File: src/verilog/pp_macros.svh
// Bus widths, DMA limits and the memory window select bit
// shared by the packages, the datapath modules and the testbench

`ifndef PP_MACROS_SVH
`define PP_MACROS_SVH

// Register bus, byte addressed
`define PP_ADRS_W      24
`define PP_DATA_W      32
`define PP_BE_W        4

// Memory bus, word addressed
`define PP_MEM_ADRS_W  20
`define PP_LEN_W       6

// DMA length in words and default burst limit
`define PP_DMA_LEN_W   18
`define PP_BURST_MAX   16

// Register address bit that selects the memory write window
`define PP_WINDOW_BIT  23

`endif

File: src/verilog/pp_bus_pkg.sv
// Transfer types for the register bus and the internal memory bus
//   reg_req_t   register access
//   mem_cmd_t   memory burst command
//   mem_wdat_t  one write beat

`include "pp_macros.svh"

package pp_bus_pkg;

  // Register access, held by the master until ack
  typedef struct packed {
    logic                    wr;
    logic [`PP_ADRS_W-1:0]   adrs;
    logic [`PP_BE_W-1:0]     be;
    logic [`PP_DATA_W-1:0]   wd;
  } reg_req_t;

  // Burst command, word address and length in beats
  typedef struct packed {
    logic [`PP_MEM_ADRS_W-1:0] adrs;
    logic [`PP_LEN_W-1:0]      len;
  } mem_cmd_t;

  // Write beat
  typedef struct packed {
    logic [`PP_BE_W-1:0]     be;
    logic [`PP_DATA_W-1:0]   data;
  } mem_wdat_t;

endpackage

File: src/verilog/pp_sys_pkg.sv
// System controller types
//   reg_addr_e  register map, word index
//   dma_mode_e  DMA fill patterns
//   dma_cfg_t   DMA configuration passed to the fill engine

`include "pp_macros.svh"

package pp_sys_pkg;

  // Register word index, address bits 4..2
  typedef enum logic [2:0] {
    REG_CTRL     = 3'd0,
    REG_STATUS   = 3'd1,
    REG_INT_MASK = 3'd2,
    REG_TOP_ADRS = 3'd3,
    REG_LENGTH   = 3'd4,
    REG_BE       = 3'd5,
    REG_WD0      = 3'd6,
    REG_WD1      = 3'd7
  } reg_addr_e;

  // Fill pattern
  typedef enum logic [1:0] {
    DMA_FILL = 2'd0,
    DMA_ALT  = 2'd1,
    DMA_INCR = 2'd2
  } dma_mode_e;

  typedef struct packed {
    dma_mode_e                  mode;
    logic [`PP_MEM_ADRS_W-1:0]  top_adrs;
    logic [`PP_DMA_LEN_W-1:0]   length;
    logic [`PP_BE_W-1:0]        be;
    logic [`PP_DATA_W-1:0]      wd0;
    logic [`PP_DATA_W-1:0]      wd1;
  } dma_cfg_t;

endpackage

File: src/verilog/pp_dispatch.sv
// Register bus request dispatcher
// Routes accesses to the system controller or to the memory write window

`timescale 1ns/1ps
`include "pp_macros.svh"

module pp_dispatch import pp_bus_pkg::*; (
  input  logic                   clk_core,
  input  logic                   i_reset,
  // Register bus master
  input  logic                   i_req,
  input  reg_req_t               i_reg,
  output logic                   o_ack,
  output logic                   o_rstr,
  output logic [`PP_DATA_W-1:0]  o_rd,
  // System controller
  output logic                   o_sys_req,
  output reg_req_t               o_sys_reg,
  input  logic                   i_sys_ack,
  input  logic                   i_sys_rstr,
  input  logic [`PP_DATA_W-1:0]  i_sys_rd,
  // Memory window, single word writes
  output logic                   o_win_req,
  output mem_cmd_t               o_win_cmd,
  output mem_wdat_t              o_win_wdat,
  input  logic                   i_win_ack,
  output logic                   o_win_wstr,
  input  logic                   i_win_wack
);

  typedef enum logic [1:0] {D_IDLE, D_CMD, D_DATA, D_RACK} disp_state_e;

  disp_state_e state;
  logic        win_sel;
  logic        win_rstr;

  assign win_sel = i_reg.adrs[`PP_WINDOW_BIT];

  // System registers see the request as is
  assign o_sys_req = i_req & ~win_sel;
  assign o_sys_reg = i_reg;

  // Window write, one word at the decoded word address
  assign o_win_req       = (state == D_CMD);
  assign o_win_cmd.adrs  = i_reg.adrs[`PP_MEM_ADRS_W+1:2];
  assign o_win_cmd.len   = {{(`PP_LEN_W-1){1'b0}}, 1'b1};
  assign o_win_wdat.be   = i_reg.be;
  assign o_win_wdat.data = i_reg.wd;
  assign o_win_wstr      = (state == D_DATA);

  // Window reads have no read path, return zero
  assign o_ack  = i_sys_ack | (state == D_RACK) | (o_win_wstr & i_win_wack);
  assign o_rstr = i_sys_rstr | win_rstr;
  assign o_rd   = i_sys_rstr ? i_sys_rd : '0;

  always_ff @(posedge clk_core) begin
    if (i_reset) begin
      state    <= D_IDLE;
      win_rstr <= 1'b0;
    end else begin
      win_rstr <= (state == D_RACK);
      case (state)
        D_IDLE: if (i_req && win_sel) state <= i_reg.wr ? D_CMD : D_RACK;
        D_CMD:  if (i_win_ack) state <= D_DATA;
        D_DATA: if (i_win_wack) state <= D_IDLE;
        default: state <= D_IDLE;
      endcase
    end
  end

endmodule

File: src/verilog/pp_sys.sv
// System controller
// Register file, DMA start and end control, interrupt level

`timescale 1ns/1ps
`include "pp_macros.svh"

module pp_sys import pp_bus_pkg::*, pp_sys_pkg::*; (
  input  logic                   clk_core,
  input  logic                   i_reset,
  // Register access from the dispatcher
  input  logic                   i_req,
  input  reg_req_t               i_reg,
  output logic                   o_ack,
  output logic                   o_rstr,
  output logic [`PP_DATA_W-1:0]  o_rd,
  // DMA control
  output logic                   o_dma_start,
  output dma_cfg_t               o_dma_cfg,
  input  logic                   i_dma_end,
  // Interrupt
  output logic                   o_int
);

  reg_addr_e              radr;
  logic                   wr_en;
  logic                   int_mask;
  logic                   busy;
  logic                   done;
  logic [`PP_DATA_W-1:0]  rd_mux;

  assign radr  = reg_addr_e'(i_reg.adrs[4:2]);
  // Write takes effect on the edge that raises ack
  assign wr_en = i_req & ~o_ack & i_reg.wr;
  assign o_int = done & int_mask;

  //////////////////////////////////////////////////////////////////////
  // Bus handshake
  //////////////////////////////////////////////////////////////////////
  always_ff @(posedge clk_core) begin
    if (i_reset) begin
      o_ack  <= 1'b0;
      o_rstr <= 1'b0;
    end else begin
      o_ack  <= i_req & ~o_ack;
      o_rstr <= o_ack & ~i_reg.wr;
    end
  end

  always_ff @(posedge clk_core) begin
    if (o_ack) o_rd <= rd_mux;
  end

  always_comb begin
    rd_mux = '0;
    case (radr)
      REG_CTRL:     rd_mux[1:0] = o_dma_cfg.mode;
      REG_STATUS:   rd_mux[1:0] = {done, busy};
      REG_INT_MASK: rd_mux[0] = int_mask;
      REG_TOP_ADRS: rd_mux[`PP_MEM_ADRS_W-1:0] = o_dma_cfg.top_adrs;
      REG_LENGTH:   rd_mux[`PP_DMA_LEN_W-1:0] = o_dma_cfg.length;
      REG_BE:       rd_mux[`PP_BE_W-1:0] = o_dma_cfg.be;
      REG_WD0:      rd_mux = o_dma_cfg.wd0;
      REG_WD1:      rd_mux = o_dma_cfg.wd1;
      default:      rd_mux = '0;
    endcase
  end

  //////////////////////////////////////////////////////////////////////
  // DMA configuration
  //////////////////////////////////////////////////////////////////////
  always_ff @(posedge clk_core) begin
    if (wr_en) begin
      case (radr)
        REG_CTRL:     o_dma_cfg.mode     <= dma_mode_e'(i_reg.wd[1:0]);
        REG_TOP_ADRS: o_dma_cfg.top_adrs <= i_reg.wd[`PP_MEM_ADRS_W-1:0];
        REG_LENGTH:   o_dma_cfg.length   <= i_reg.wd[`PP_DMA_LEN_W-1:0];
        REG_BE:       o_dma_cfg.be       <= i_reg.wd[`PP_BE_W-1:0];
        REG_WD0:      o_dma_cfg.wd0      <= i_reg.wd;
        REG_WD1:      o_dma_cfg.wd1      <= i_reg.wd;
        default: ;
      endcase
    end
  end

  // Start, busy/done and mask
  always_ff @(posedge clk_core) begin
    if (i_reset) begin
      o_dma_start <= 1'b0;
      busy        <= 1'b0;
      done        <= 1'b0;
      int_mask    <= 1'b0;
    end else begin
      o_dma_start <= 1'b0;
      // start is ignored while a fill runs
      if (wr_en && radr == REG_CTRL && i_reg.wd[4] && !busy) begin
        o_dma_start <= 1'b1;
        busy        <= 1'b1;
        done        <= 1'b0;
      end
      if (wr_en && radr == REG_STATUS && i_reg.wd[1]) done <= 1'b0;
      if (wr_en && radr == REG_INT_MASK) int_mask <= i_reg.wd[0];
      if (i_dma_end) begin
        busy <= 1'b0;
        done <= 1'b1;
      end
    end
  end

endmodule

File: src/verilog/pp_dma.sv
// DMA fill engine
// Splits the fill length into bursts and generates the beat data

`timescale 1ns/1ps
`include "pp_macros.svh"

module pp_dma import pp_bus_pkg::*, pp_sys_pkg::*; #(
  parameter int BURST_MAX = `PP_BURST_MAX
) (
  input  logic       clk_core,
  input  logic       i_reset,
  // Control from the system controller
  input  logic       i_dma_start,
  input  dma_cfg_t   i_dma_cfg,
  output logic       o_dma_end,
  // Memory port
  output logic       o_req,
  output mem_cmd_t   o_cmd,
  input  logic       i_ack,
  output logic       o_wstr,
  output mem_wdat_t  o_wdat,
  input  logic       i_wack
);

  typedef enum logic [1:0] {S_IDLE, S_CMD, S_DATA, S_DONE} dma_state_e;

  localparam logic [`PP_LEN_W-1:0] BMAX = BURST_MAX[`PP_LEN_W-1:0];

  dma_state_e                 state;
  dma_cfg_t                   cfg;
  logic [`PP_DMA_LEN_W-1:0]   offset;
  logic [`PP_DMA_LEN_W-1:0]   remain;
  logic [`PP_LEN_W-1:0]       burst_len;
  logic [`PP_LEN_W-1:0]       beats;
  logic [`PP_MEM_ADRS_W-1:0]  offset_ext;
  logic [`PP_DATA_W-1:0]      pattern;

  assign burst_len  = (remain > BURST_MAX) ? BMAX : remain[`PP_LEN_W-1:0];
  assign offset_ext = {{(`PP_MEM_ADRS_W-`PP_DMA_LEN_W){1'b0}}, offset};

  // Offset holds the burst start while the command is out
  assign o_req       = (state == S_CMD);
  assign o_cmd.adrs  = cfg.top_adrs + offset_ext;
  assign o_cmd.len   = burst_len;
  assign o_wstr      = (state == S_DATA);
  assign o_wdat.be   = cfg.be;
  assign o_wdat.data = pattern;
  assign o_dma_end   = (state == S_DONE);

  // Beat data from the running word offset
  always_comb begin
    case (cfg.mode)
      DMA_ALT:  pattern = offset[0] ? cfg.wd1 : cfg.wd0;
      DMA_INCR: pattern = cfg.wd0 + {{(`PP_DATA_W-`PP_DMA_LEN_W){1'b0}}, offset};
      default:  pattern = cfg.wd0;
    endcase
  end

  // Configuration held for the whole fill
  always_ff @(posedge clk_core) begin
    if (state == S_IDLE && i_dma_start) cfg <= i_dma_cfg;
  end

  //////////////////////////////////////////////////////////////////////
  // Burst sequencing
  //////////////////////////////////////////////////////////////////////
  always_ff @(posedge clk_core) begin
    if (i_reset) begin
      state  <= S_IDLE;
      offset <= '0;
      remain <= '0;
      beats  <= '0;
    end else begin
      case (state)
        S_IDLE: begin
          if (i_dma_start) begin
            offset <= '0;
            remain <= i_dma_cfg.length;
            // Zero length ends without any burst
            state  <= (i_dma_cfg.length == '0) ? S_DONE : S_CMD;
          end
        end
        S_CMD: begin
          if (i_ack) begin
            beats <= burst_len;
            state <= S_DATA;
          end
        end
        S_DATA: begin
          if (i_wack) begin
            offset <= offset + 1'b1;
            remain <= remain - 1'b1;
            beats  <= beats - 1'b1;
            if (beats == 1) state <= (remain == 1) ? S_DONE : S_CMD;
          end
        end
        default: state <= S_IDLE;
      endcase
    end
  end

endmodule

File: src/verilog/pp_mic.sv
// Two-port memory interconnect
// Round robin arbitration of write bursts onto the bridge port

`timescale 1ns/1ps
`include "pp_macros.svh"

module pp_mic import pp_bus_pkg::*; (
  input  logic       clk_core,
  input  logic       i_reset,
  // Port 0, DMA
  input  logic       i_req0,
  input  mem_cmd_t   i_cmd0,
  output logic       o_ack0,
  input  logic       i_wstr0,
  input  mem_wdat_t  i_wdat0,
  output logic       o_wack0,
  // Port 1, memory window
  input  logic       i_req1,
  input  mem_cmd_t   i_cmd1,
  output logic       o_ack1,
  input  logic       i_wstr1,
  input  mem_wdat_t  i_wdat1,
  output logic       o_wack1,
  // Bridge
  output logic       o_brg_req,
  output mem_cmd_t   o_brg_cmd,
  input  logic       i_brg_ack,
  output logic       o_brg_wstr,
  output mem_wdat_t  o_brg_wdat,
  input  logic       i_brg_wack
);

  typedef enum logic [1:0] {M_IDLE, M_CMD, M_DATA} mic_state_e;

  mic_state_e            state;
  logic                  gnt;
  logic                  last;
  logic                  pick;
  logic [`PP_LEN_W-1:0]  beats;

  // Both requesting, the port that did not go last wins
  assign pick = (i_req0 & i_req1) ? ~last : i_req1;

  assign o_brg_req  = (state == M_CMD);
  assign o_brg_cmd  = gnt ? i_cmd1 : i_cmd0;
  assign o_brg_wstr = (state == M_DATA) & (gnt ? i_wstr1 : i_wstr0);
  assign o_brg_wdat = gnt ? i_wdat1 : i_wdat0;

  // Acks go to the granted port only
  assign o_ack0  = o_brg_req & i_brg_ack & ~gnt;
  assign o_ack1  = o_brg_req & i_brg_ack & gnt;
  assign o_wack0 = o_brg_wstr & i_brg_wack & ~gnt;
  assign o_wack1 = o_brg_wstr & i_brg_wack & gnt;

  // Grant stays locked from command to final beat
  always_ff @(posedge clk_core) begin
    if (i_reset) begin
      state <= M_IDLE;
      gnt   <= 1'b0;
      last  <= 1'b0;
      beats <= '0;
    end else begin
      case (state)
        M_IDLE: begin
          if (i_req0 || i_req1) begin
            gnt   <= pick;
            state <= M_CMD;
          end
        end
        M_CMD: begin
          if (i_brg_ack) begin
            beats <= o_brg_cmd.len;
            state <= M_DATA;
          end
        end
        M_DATA: begin
          if (o_brg_wstr && i_brg_wack) begin
            beats <= beats - 1'b1;
            if (beats == 1) begin
              last  <= gnt;
              state <= M_IDLE;
            end
          end
        end
        default: state <= M_IDLE;
      endcase
    end
  end

endmodule

File: src/verilog/pp_top.sv
// Core top level
// Dispatcher, system controller, DMA fill engine and memory interconnect

`timescale 1ns/1ps
`include "pp_macros.svh"

module pp_top import pp_bus_pkg::*, pp_sys_pkg::*; (
  input  logic                   clk_core,
  input  logic                   i_reset,
  // Register bus
  input  logic                   i_req,
  input  reg_req_t               i_reg,
  output logic                   o_ack,
  output logic                   o_rstr,
  output logic [`PP_DATA_W-1:0]  o_rd,
  // Bridge port
  output logic                   o_brg_req,
  output mem_cmd_t               o_brg_cmd,
  input  logic                   i_brg_ack,
  output logic                   o_brg_wstr,
  output mem_wdat_t              o_brg_wdat,
  input  logic                   i_brg_wack,
  // Interrupt
  output logic                   o_int
);

  //////////////////////////////////////////////////////////////////////
  // Internal connections
  //////////////////////////////////////////////////////////////////////
  // Dispatcher to system controller
  logic                   w_sys_req;
  reg_req_t               w_sys_reg;
  logic                   w_sys_ack;
  logic                   w_sys_rstr;
  logic [`PP_DATA_W-1:0]  w_sys_rd;
  // Dispatcher to interconnect port 1
  logic                   w_win_req;
  mem_cmd_t               w_win_cmd;
  mem_wdat_t              w_win_wdat;
  logic                   w_win_ack;
  logic                   w_win_wstr;
  logic                   w_win_wack;
  // System controller to DMA
  logic                   w_dma_start;
  dma_cfg_t               w_dma_cfg;
  logic                   w_dma_end;
  // DMA to interconnect port 0
  logic                   w_dma_req;
  mem_cmd_t               w_dma_cmd;
  logic                   w_dma_ack;
  logic                   w_dma_wstr;
  mem_wdat_t              w_dma_wdat;
  logic                   w_dma_wack;

  pp_dispatch u_dispatch (
    .clk_core   (clk_core),
    .i_reset    (i_reset),
    .i_req      (i_req),
    .i_reg      (i_reg),
    .o_ack      (o_ack),
    .o_rstr     (o_rstr),
    .o_rd       (o_rd),
    .o_sys_req  (w_sys_req),
    .o_sys_reg  (w_sys_reg),
    .i_sys_ack  (w_sys_ack),
    .i_sys_rstr (w_sys_rstr),
    .i_sys_rd   (w_sys_rd),
    .o_win_req  (w_win_req),
    .o_win_cmd  (w_win_cmd),
    .o_win_wdat (w_win_wdat),
    .i_win_ack  (w_win_ack),
    .o_win_wstr (w_win_wstr),
    .i_win_wack (w_win_wack)
  );

  pp_sys u_sys (
    .clk_core    (clk_core),
    .i_reset     (i_reset),
    .i_req       (w_sys_req),
    .i_reg       (w_sys_reg),
    .o_ack       (w_sys_ack),
    .o_rstr      (w_sys_rstr),
    .o_rd        (w_sys_rd),
    .o_dma_start (w_dma_start),
    .o_dma_cfg   (w_dma_cfg),
    .i_dma_end   (w_dma_end),
    .o_int       (o_int)
  );

  pp_dma #(
    .BURST_MAX (`PP_BURST_MAX)
  ) u_dma (
    .clk_core    (clk_core),
    .i_reset     (i_reset),
    .i_dma_start (w_dma_start),
    .i_dma_cfg   (w_dma_cfg),
    .o_dma_end   (w_dma_end),
    .o_req       (w_dma_req),
    .o_cmd       (w_dma_cmd),
    .i_ack       (w_dma_ack),
    .o_wstr      (w_dma_wstr),
    .o_wdat      (w_dma_wdat),
    .i_wack      (w_dma_wack)
  );

  pp_mic u_mic (
    .clk_core   (clk_core),
    .i_reset    (i_reset),
    .i_req0     (w_dma_req),
    .i_cmd0     (w_dma_cmd),
    .o_ack0     (w_dma_ack),
    .i_wstr0    (w_dma_wstr),
    .i_wdat0    (w_dma_wdat),
    .o_wack0    (w_dma_wack),
    .i_req1     (w_win_req),
    .i_cmd1     (w_win_cmd),
    .o_ack1     (w_win_ack),
    .i_wstr1    (w_win_wstr),
    .i_wdat1    (w_win_wdat),
    .o_wack1    (w_win_wack),
    .o_brg_req  (o_brg_req),
    .o_brg_cmd  (o_brg_cmd),
    .i_brg_ack  (i_brg_ack),
    .o_brg_wstr (o_brg_wstr),
    .o_brg_wdat (o_brg_wdat),
    .i_brg_wack (i_brg_wack)
  );

endmodule

File: config.mk
export PLATFORM = sky130hd
export DESIGN_NAME = pp_top
export DESIGN_NICKNAME = d
export VERILOG_FILES = /design/src/verilog/pp_bus_pkg.sv /design/src/verilog/pp_sys_pkg.sv /design/src/verilog/pp_dispatch.sv /design/src/verilog/pp_sys.sv /design/src/verilog/pp_dma.sv /design/src/verilog/pp_mic.sv /design/src/verilog/pp_top.sv
export VERILOG_INCLUDE_DIRS = /design/src /design/src/verilog
export SDC_FILE = /design/constraint.sdc
export NUM_CORES = 1
export LEC_CHECK = 0
export ABC_CLOCK_PERIOD_IN_PS = 14200
export BUFFER_PORTS_ARGS = -buffer_cell sky130_fd_sc_hd__clkbuf_2
export CAP_MARGIN = 20
export CORE_MARGIN = 3
export CORE_UTILIZATION = 55
export DETAILED_ROUTE_END_ITERATION = 8
export PLACE_DENSITY = 0.76
export SETUP_SLACK_MARGIN = 0.02
export SYNTH_ARGS = -nofsm -noshare
export SYNTH_HDL_FRONTEND = slang
export SYNTH_SLANG_ARGS = --single-unit
export TNS_END_PERCENT = 20
File: constraint.sdc
create_clock -name clk_core -period 14.2 [get_ports clk_core]
set_clock_uncertainty 0.05 [all_clocks]
set_input_delay 2.84 -clock clk_core [delete_from_list [all_inputs] [get_ports clk_core]]
set_output_delay 2.84 -clock clk_core [all_outputs]
set_load 0.05 [all_outputs]
==> results.cfg, run 1 <==
[sta]
layout_min_cycle_time_ns = 7.930
timing.fmax_mhz = 126.1
grt_setup_unrepaired = no
setup_viol = 0
maxSlewViolCount = 0
tightest_slew_ns = 1.080
post-route-period-util_pct = 55.84
tns_ns = 0
relSlewSlack_pct = 27.55
finalHoldViolCount = 0

[setup_path]
cp_num_cells = 9
arrival_ns = 5.04
worstPathCellList = clkinv_1 -> nor2_1 -> buf_4 -> a22o_1 -> a22oi_1 -> nor2_1 -> a21oi_1 -> o31ai_1 -> clkbuf_2
critical_path.max_stage_delay_ns = 1.15
r2r-end = u_dma.offset[15]
critPathBufInv = 3
path_common_cell = nor2_1
critPathLaunchType = flop
crit_type = reg -> out
worstPathRequired_ns = 11.31
rrSetupSlack_ns = 10.84
crit_start = u_dma.offset[0]
crit_path_end = o_brg_wdat[12]
r2r_cells = 8
crit_path_top_delay_cell = clkinv_1
r2r-start = u_mic.state[1]
crit_path_max_fanout = 26
crit_family = buffers and inverters
crit_path_end_kind = output pin

[drt]
first_pass_iters = 8
initialDrtViolationCount = 1188
vias = 11684
ant_nets = 0
wl_per_cell_um = 21.43
routed_wl_um = 39500
routed_via_density = 6.340
drc_errors = 0

[placed_design]
dp_hpwl_um = 26750
numPortBuffers = 160
gp_congestion = 0.9051

[grt]
grt_pass1_wl_um = 59730
grt_max_degree = 87
gr-total-overflow = 0
track_usage_pct = 26.35
grt_pass1_vias = 10960
antenna_found_initial = 0

[floorplanning]
die-width_um = 169.6
rows = 59
io_pins = 165
die_h_um = 169.6
die_area_mm2 = 0.02877
core_area_mm2 = 0.02621
start_util_pct = 56.19

[synthesis]
ys_seq_elements = 293
synth-simple-area-share_pct = 13.37
ys_types = 77
yosysSeqAreaShare_pct = 55.47
async_reset_ff_share_pct = 0
synth-edff-count = 230
synthMuxAreaShare_pct = 1.614
synth_top_area_cell = edfxtp_1
synthAdderAreaFrac_pct = 4.096
synth_area_leaders = edfxtp_1 47%, dfxtp_1 8.6%, ha_1 3.8%
synthFlopType = edfxtp_1
synth_top_family_by_area = compound AO/OA/AOI/OAI gates
yosysWarningCount = 0
synth_top_area_share_pct = 46.90
synth_area_mm2 = 0.01473
synth_common_cells = 230 x edfxtp_1, 117 x nor2_1, 103 x nand2_1
synth_xor_area_share_pct = 2.558
synth_nets = 1460
synthCells = 1347
synth-compound-area-share_pct = 20.03
syn_area_per_cell_um2 = 10.93
yosysMostFrequentCell = edfxtp_1

[status]
status = complete, no violations

[hold_path]
worstHoldPathCells = 0
hp-class = reg -> reg
holdCritStartpoint = u_sys.o_dma_cfg[18]

[final_layout]
drive_gt1_share_pct = 17.31
fin_util_pct = 64.15
diodes = 0
num-nets-final = 1597
syn_to_final_growth_pct = 14.17

[clocking]
cts_buffers = 30
path_clk_slew_ns = 0.06
clock-root-buffer = clkbuf_16
htreeDepth = 1
cts_max_path_buffers = 3
holdBufCountCts = 0
clock_sinks = 293
cts_setup_buffers = 0
cts_tree = built
insertion_delay_ns = 0.55
ctsResizeCount = 0

[pwr]
peakVddDrop_uv = 74.52
power_density_mw_per_mm2 = 108.5
power.leakage_nw = 6.344

[flow_run]
maxCapViolCount = 0
==> routing by layer <==
layer	track usage (%)	vias to the layer above	part of all wire [%]
li1	-	5419	-
met1	34.79	5624	40
met2	44.03	544	48
met3	4.356	97	8.3
met4	9.922	0	3.4
met5	0	-	0
==> flip-flops by register name, indices dropped and copies added, names as in the netlist, 4 cells and up <==
signal	flops
u_dma.cfg	86
u_sys.o_rd	32
u_mic.beats	6
u_dma.beats	6
u_dma.o_wdat	4
u_sys.o_dma_cfg	108
u_dma.offset	18
u_dma.remain	18
==> cells by family (layout without fill, tap and decap cells) <==
| kind of cell | count (synthesis) | after routing |
|---|---|---|
| compound gates | 422 | 422 |
| xor+xnor | 43 | 43 |
| fa+ha+maj | 47 | 47 |
| buf+inv | 110 | 271 |
| flops | 293 | 293 |
| mux | 21 | 21 |
| other cells | 1 | 1 |
| simple gates | 410 | 410 |
==> per-stage QoR <==
| step | worst slack (ns) | total power [mW] | hold slack (ns) | std cells | area (um2) |
|---|---|---|---|---|---|
| 3_5_place_dp | 7.112 | 1.087 | 0.3795 | 1784 | 15820 |
| 4_1_cts | 6.467 | 1.833 | 0.3953 | 1840 | 16760 |
| 3_3_place_gp | 7.111 | 1.085 | 0.3770 | 1784 | 15820 |
| 5_1_grt | 6.096 | 1.878 | 0.4012 | 1843 | 16810 |
| 6_report | 6.270 | 1.824 | 0.3884 | 1843 | 16810 |
| 2_1_floorplan | 5.267 | 1.042 | 0.3688 | 1347 | 14730 |
==> layout make-up <==
cell class | instances | area (um2)
fill | 2022 | 9394
sequential | 293 | 8170
multi-input combinational | 944 | 6166
timing repair buffer | 180 | 975.9
clock buffer | 40 | 829.5
tap | 335 | 419.2
inverter | 35 | 131.4
clock inverter | 16 | 120.1
==> placed cells by master (no fill, tap or decap), types with 31 or more instances in the layout <==
cell | Yosys | final
nand2_1 | 103 | 103
a22o_1 | 48 | 48
ha_1 | 45 | 45
inv_1 | 34 | 34
o21ai_0 | 91 | 91
edfxtp_1 | 230 | 230
clkbuf_2 | 0 | 160
nor3_1 | 38 | 37
and2_1 | 38 | 38
dfxtp_1 | 63 | 61
nor2_1 | 117 | 114
a21oi_1 | 89 | 89
clkbuf_16 | 0 | 31
==> worst min-delay path by stage <==
stage,endpoint,slack (ns)
2_1_floorplan,u_dma.cfg[32],0.37
3_5_place_dp,u_dma.cfg[18],0.38
3_3_place_gp,u_dma.cfg[1],0.38
6_report,u_dma.cfg[18],0.39
5_1_grt,u_dma.cfg[15],0.40
4_1_cts,u_dma.cfg[18],0.40
==> report_power, final <==
group	internal [mW]	total (mW)	switching (mW)
logic	0.0359	0.137	0.101
registers	0.927	0.932	0.00437
clock network	0.429	0.755	0.325
total	1.39	1.82	0.431
No activity file was read; power rests on OpenSTA's default activity.
==> run 2, diff against run 1 <==
--- a/config.mk
+++ b/config.mk
@@ -6,7 +6,7 @@
 export SDC_FILE = /design/constraint.sdc
 export NUM_CORES = 1
 export LEC_CHECK = 0
-export ABC_CLOCK_PERIOD_IN_PS = 14200
+export ABC_CLOCK_PERIOD_IN_PS = 7640
 export BUFFER_PORTS_ARGS = -buffer_cell sky130_fd_sc_hd__clkbuf_2
 export CAP_MARGIN = 20
 export CORE_MARGIN = 3
==> constraint.sdc (replaced) <==
create_clock -name clk_core -period 7.64 [get_ports clk_core]
set_clock_uncertainty 0.05 [all_clocks]
set_input_delay 1.528 -clock clk_core [delete_from_list [all_inputs] [get_ports clk_core]]
set_output_delay 1.528 -clock clk_core [all_outputs]
set_load 0.05 [all_outputs]
==> run 2 against run 1 <==
Effect of this change:
- core utilization up 0.32 points
- largest cell class unchanged
- clock-buffer cell count down 5
- combinational power up 82%
==> results.cfg, run 2 (same netlist as run 1, synthesis figures left out) <==
[pwr]
totalPowerFinal_mw = 3.470
peakVddDrop_uv = 149.3
power.leakage_nw = 6.365
power_density_mw_per_mm2 = 205.4

[grt]
gr-total-overflow = 0
grt_max_degree = 64
track_usage_pct = 26.71
antenna_found_initial = 1
grt_pass1_vias = 10889
grt_pass1_wl_um = 60840

[setup_path]
crit_path_top_delay_cell = dfxtp_1
critPathBufInv = 2
worstPathRequired_ns = 6.06
arrival_ns = 4.43
critical_path.max_stage_delay_ns = 0.93
crit_family = compound AO/OA/AOI/OAI gates
path_common_cell = nor2_1
crit_path_max_fanout = 20
worstPathCellList = ha_1 -> inv_1 -> fa_1 -> nor2b_1 -> o31a_1 -> o311ai_1 -> a21oi_1 -> nor2_1 -> nor2_1 -> a311oi_1 -> a2bb2oi_1 -> clkbuf_2
crit_path_end_kind = output pin
crit_type = reg -> out
critPathLaunchType = flop

[final_layout]
final_cells = 1844
stdcell_area_mm2 = 0.01690
layout_commonest_cell = edfxtp_1
syn_to_final_growth_pct = 14.73
num-nets-final = 1597
regMostFlops = u_sys.o_dma_cfg
fin_util_pct = 64.47
largest_reg_flops = 108
final_cell_mix = 230 x edfxtp_1, 160 x clkbuf_2, 112 x nor2_1
drive_gt1_share_pct = 17.37
largestRegisters = u_sys.o_dma_cfg: 108 flops, u_dma.cfg: 86 flops, u_sys.o_rd: 32 flops

[sta]
relSlewSlack_pct = 28.74
finalHoldViolCount = 0
tightest_slew_ns = 1.042
grt_setup_unrepaired = no
timing.fmax_mhz = 166.4
tns_ns = 0
setup_slack_ns = 1.629
maxSlewViolCount = 0
layout_min_cycle_time_ns = 6.011
setup_viol = 0
post-route-period-util_pct = 78.68
whs_ns = 0.3950

[floorplanning]
rows = 59
die_area_mm2 = 0.02877
die-width_um = 169.6
start_util_pct = 56.19
die_h_um = 169.6
io_pins = 165
core_area_mm2 = 0.02621

[clocking]
clock-root-buffer = clkbuf_16
cts_tree = built
path_clk_slew_ns = 0.06
clock_sinks = 293
ctsResizeCount = 0
insertion_delay_ns = 0.56
cts_max_path_buffers = 3
holdBufCountCts = 0
cts_setup_buffers = 0
cts_buffers = 30
htreeDepth = 1

[drt]
routed_via_density = 6.388
initialDrtViolationCount = 1343
vias = 11780
first_pass_iters = 7
wl_per_cell_um = 21.57
routed_wl_um = 39770
ant_nets = 0
drc_errors = 0

[placed_design]
pre_cts_slack_ns = 2.311
numPortBuffers = 160
dpl_cell_area_mm2 = 0.01584
gp_congestion = 0.9684
dp_hpwl_um = 26560
dp.cells = 1784

[flow_run]
maxCapViolCount = 0

[hold_path]
hp-class = reg -> reg

[status]
status = complete, no violations
-- run 2: changes by cell type in the layout (fill, tap and decap cells not counted), moves of 2 or more --
cell,change
clkinv_1,+4
bufinv_16,+3
clkbuf_1,-3
clkinv_4,-3
clkbuf_8,-2
clkinvlp_2,+2
nor2_1,-2
nor2_2,+2
-- run 2: cell type report --
cell class	instances	area (um2)
fillers	2044	9311
flip-flops and latches	293	8173
multi-input cells	944	6177
repair buffers	180	996.0
clock buffers	35	790.8
well taps	335	419.2
clock inverters	21	205.2
inverters	35	131.4
diodes	1	2.502
-- run 2: report_power, final --
part	leakage (nW)	internal, mW	switching [mW]	total, mW
combinational	3.27	0.0669	0.182	0.249
sequential	2.61	1.72	0.0156	1.74
clock	0.489	0.872	0.610	1.48
-- run 2: path summary, 6_finish.rpt --
kind                           end  slack, ns  depth (start not counted)                from
setup / recovery    o_brg_wdat[28]       1.63                         12     u_dma.offset[0]
hold / removal        u_dma.cfg[4]       0.40                          0  u_sys.o_dma_cfg[4]
setup reg to reg  u_dma.offset[15]       3.93                          9           u_mic.gnt
hold reg to reg       u_dma.cfg[4]       0.40                          0  u_sys.o_dma_cfg[4]
-- run 2: worst register-to-register path: cells and delay by family (launching register included) --
kind,cells,cell delay (ns)
AOI/OAI and AO/OA,1,0.87
xor gates and xnor gates,1,0.15
buffers and inverters,2,1.00
DFF,1,0.51
and+or+nand+nor,5,1.01
-- run 2: per-layer routing --
metal	vias up	global-route usage [%]	part of all wire [%]	wire length (um)
li1	5430	-	-	-
met1	5630	38.73	42	16890
met2	637	41.81	45	18080
met3	83	3.517	9.1	3620
met4	0	9.282	3.0	1177
met5	-	0	0	0
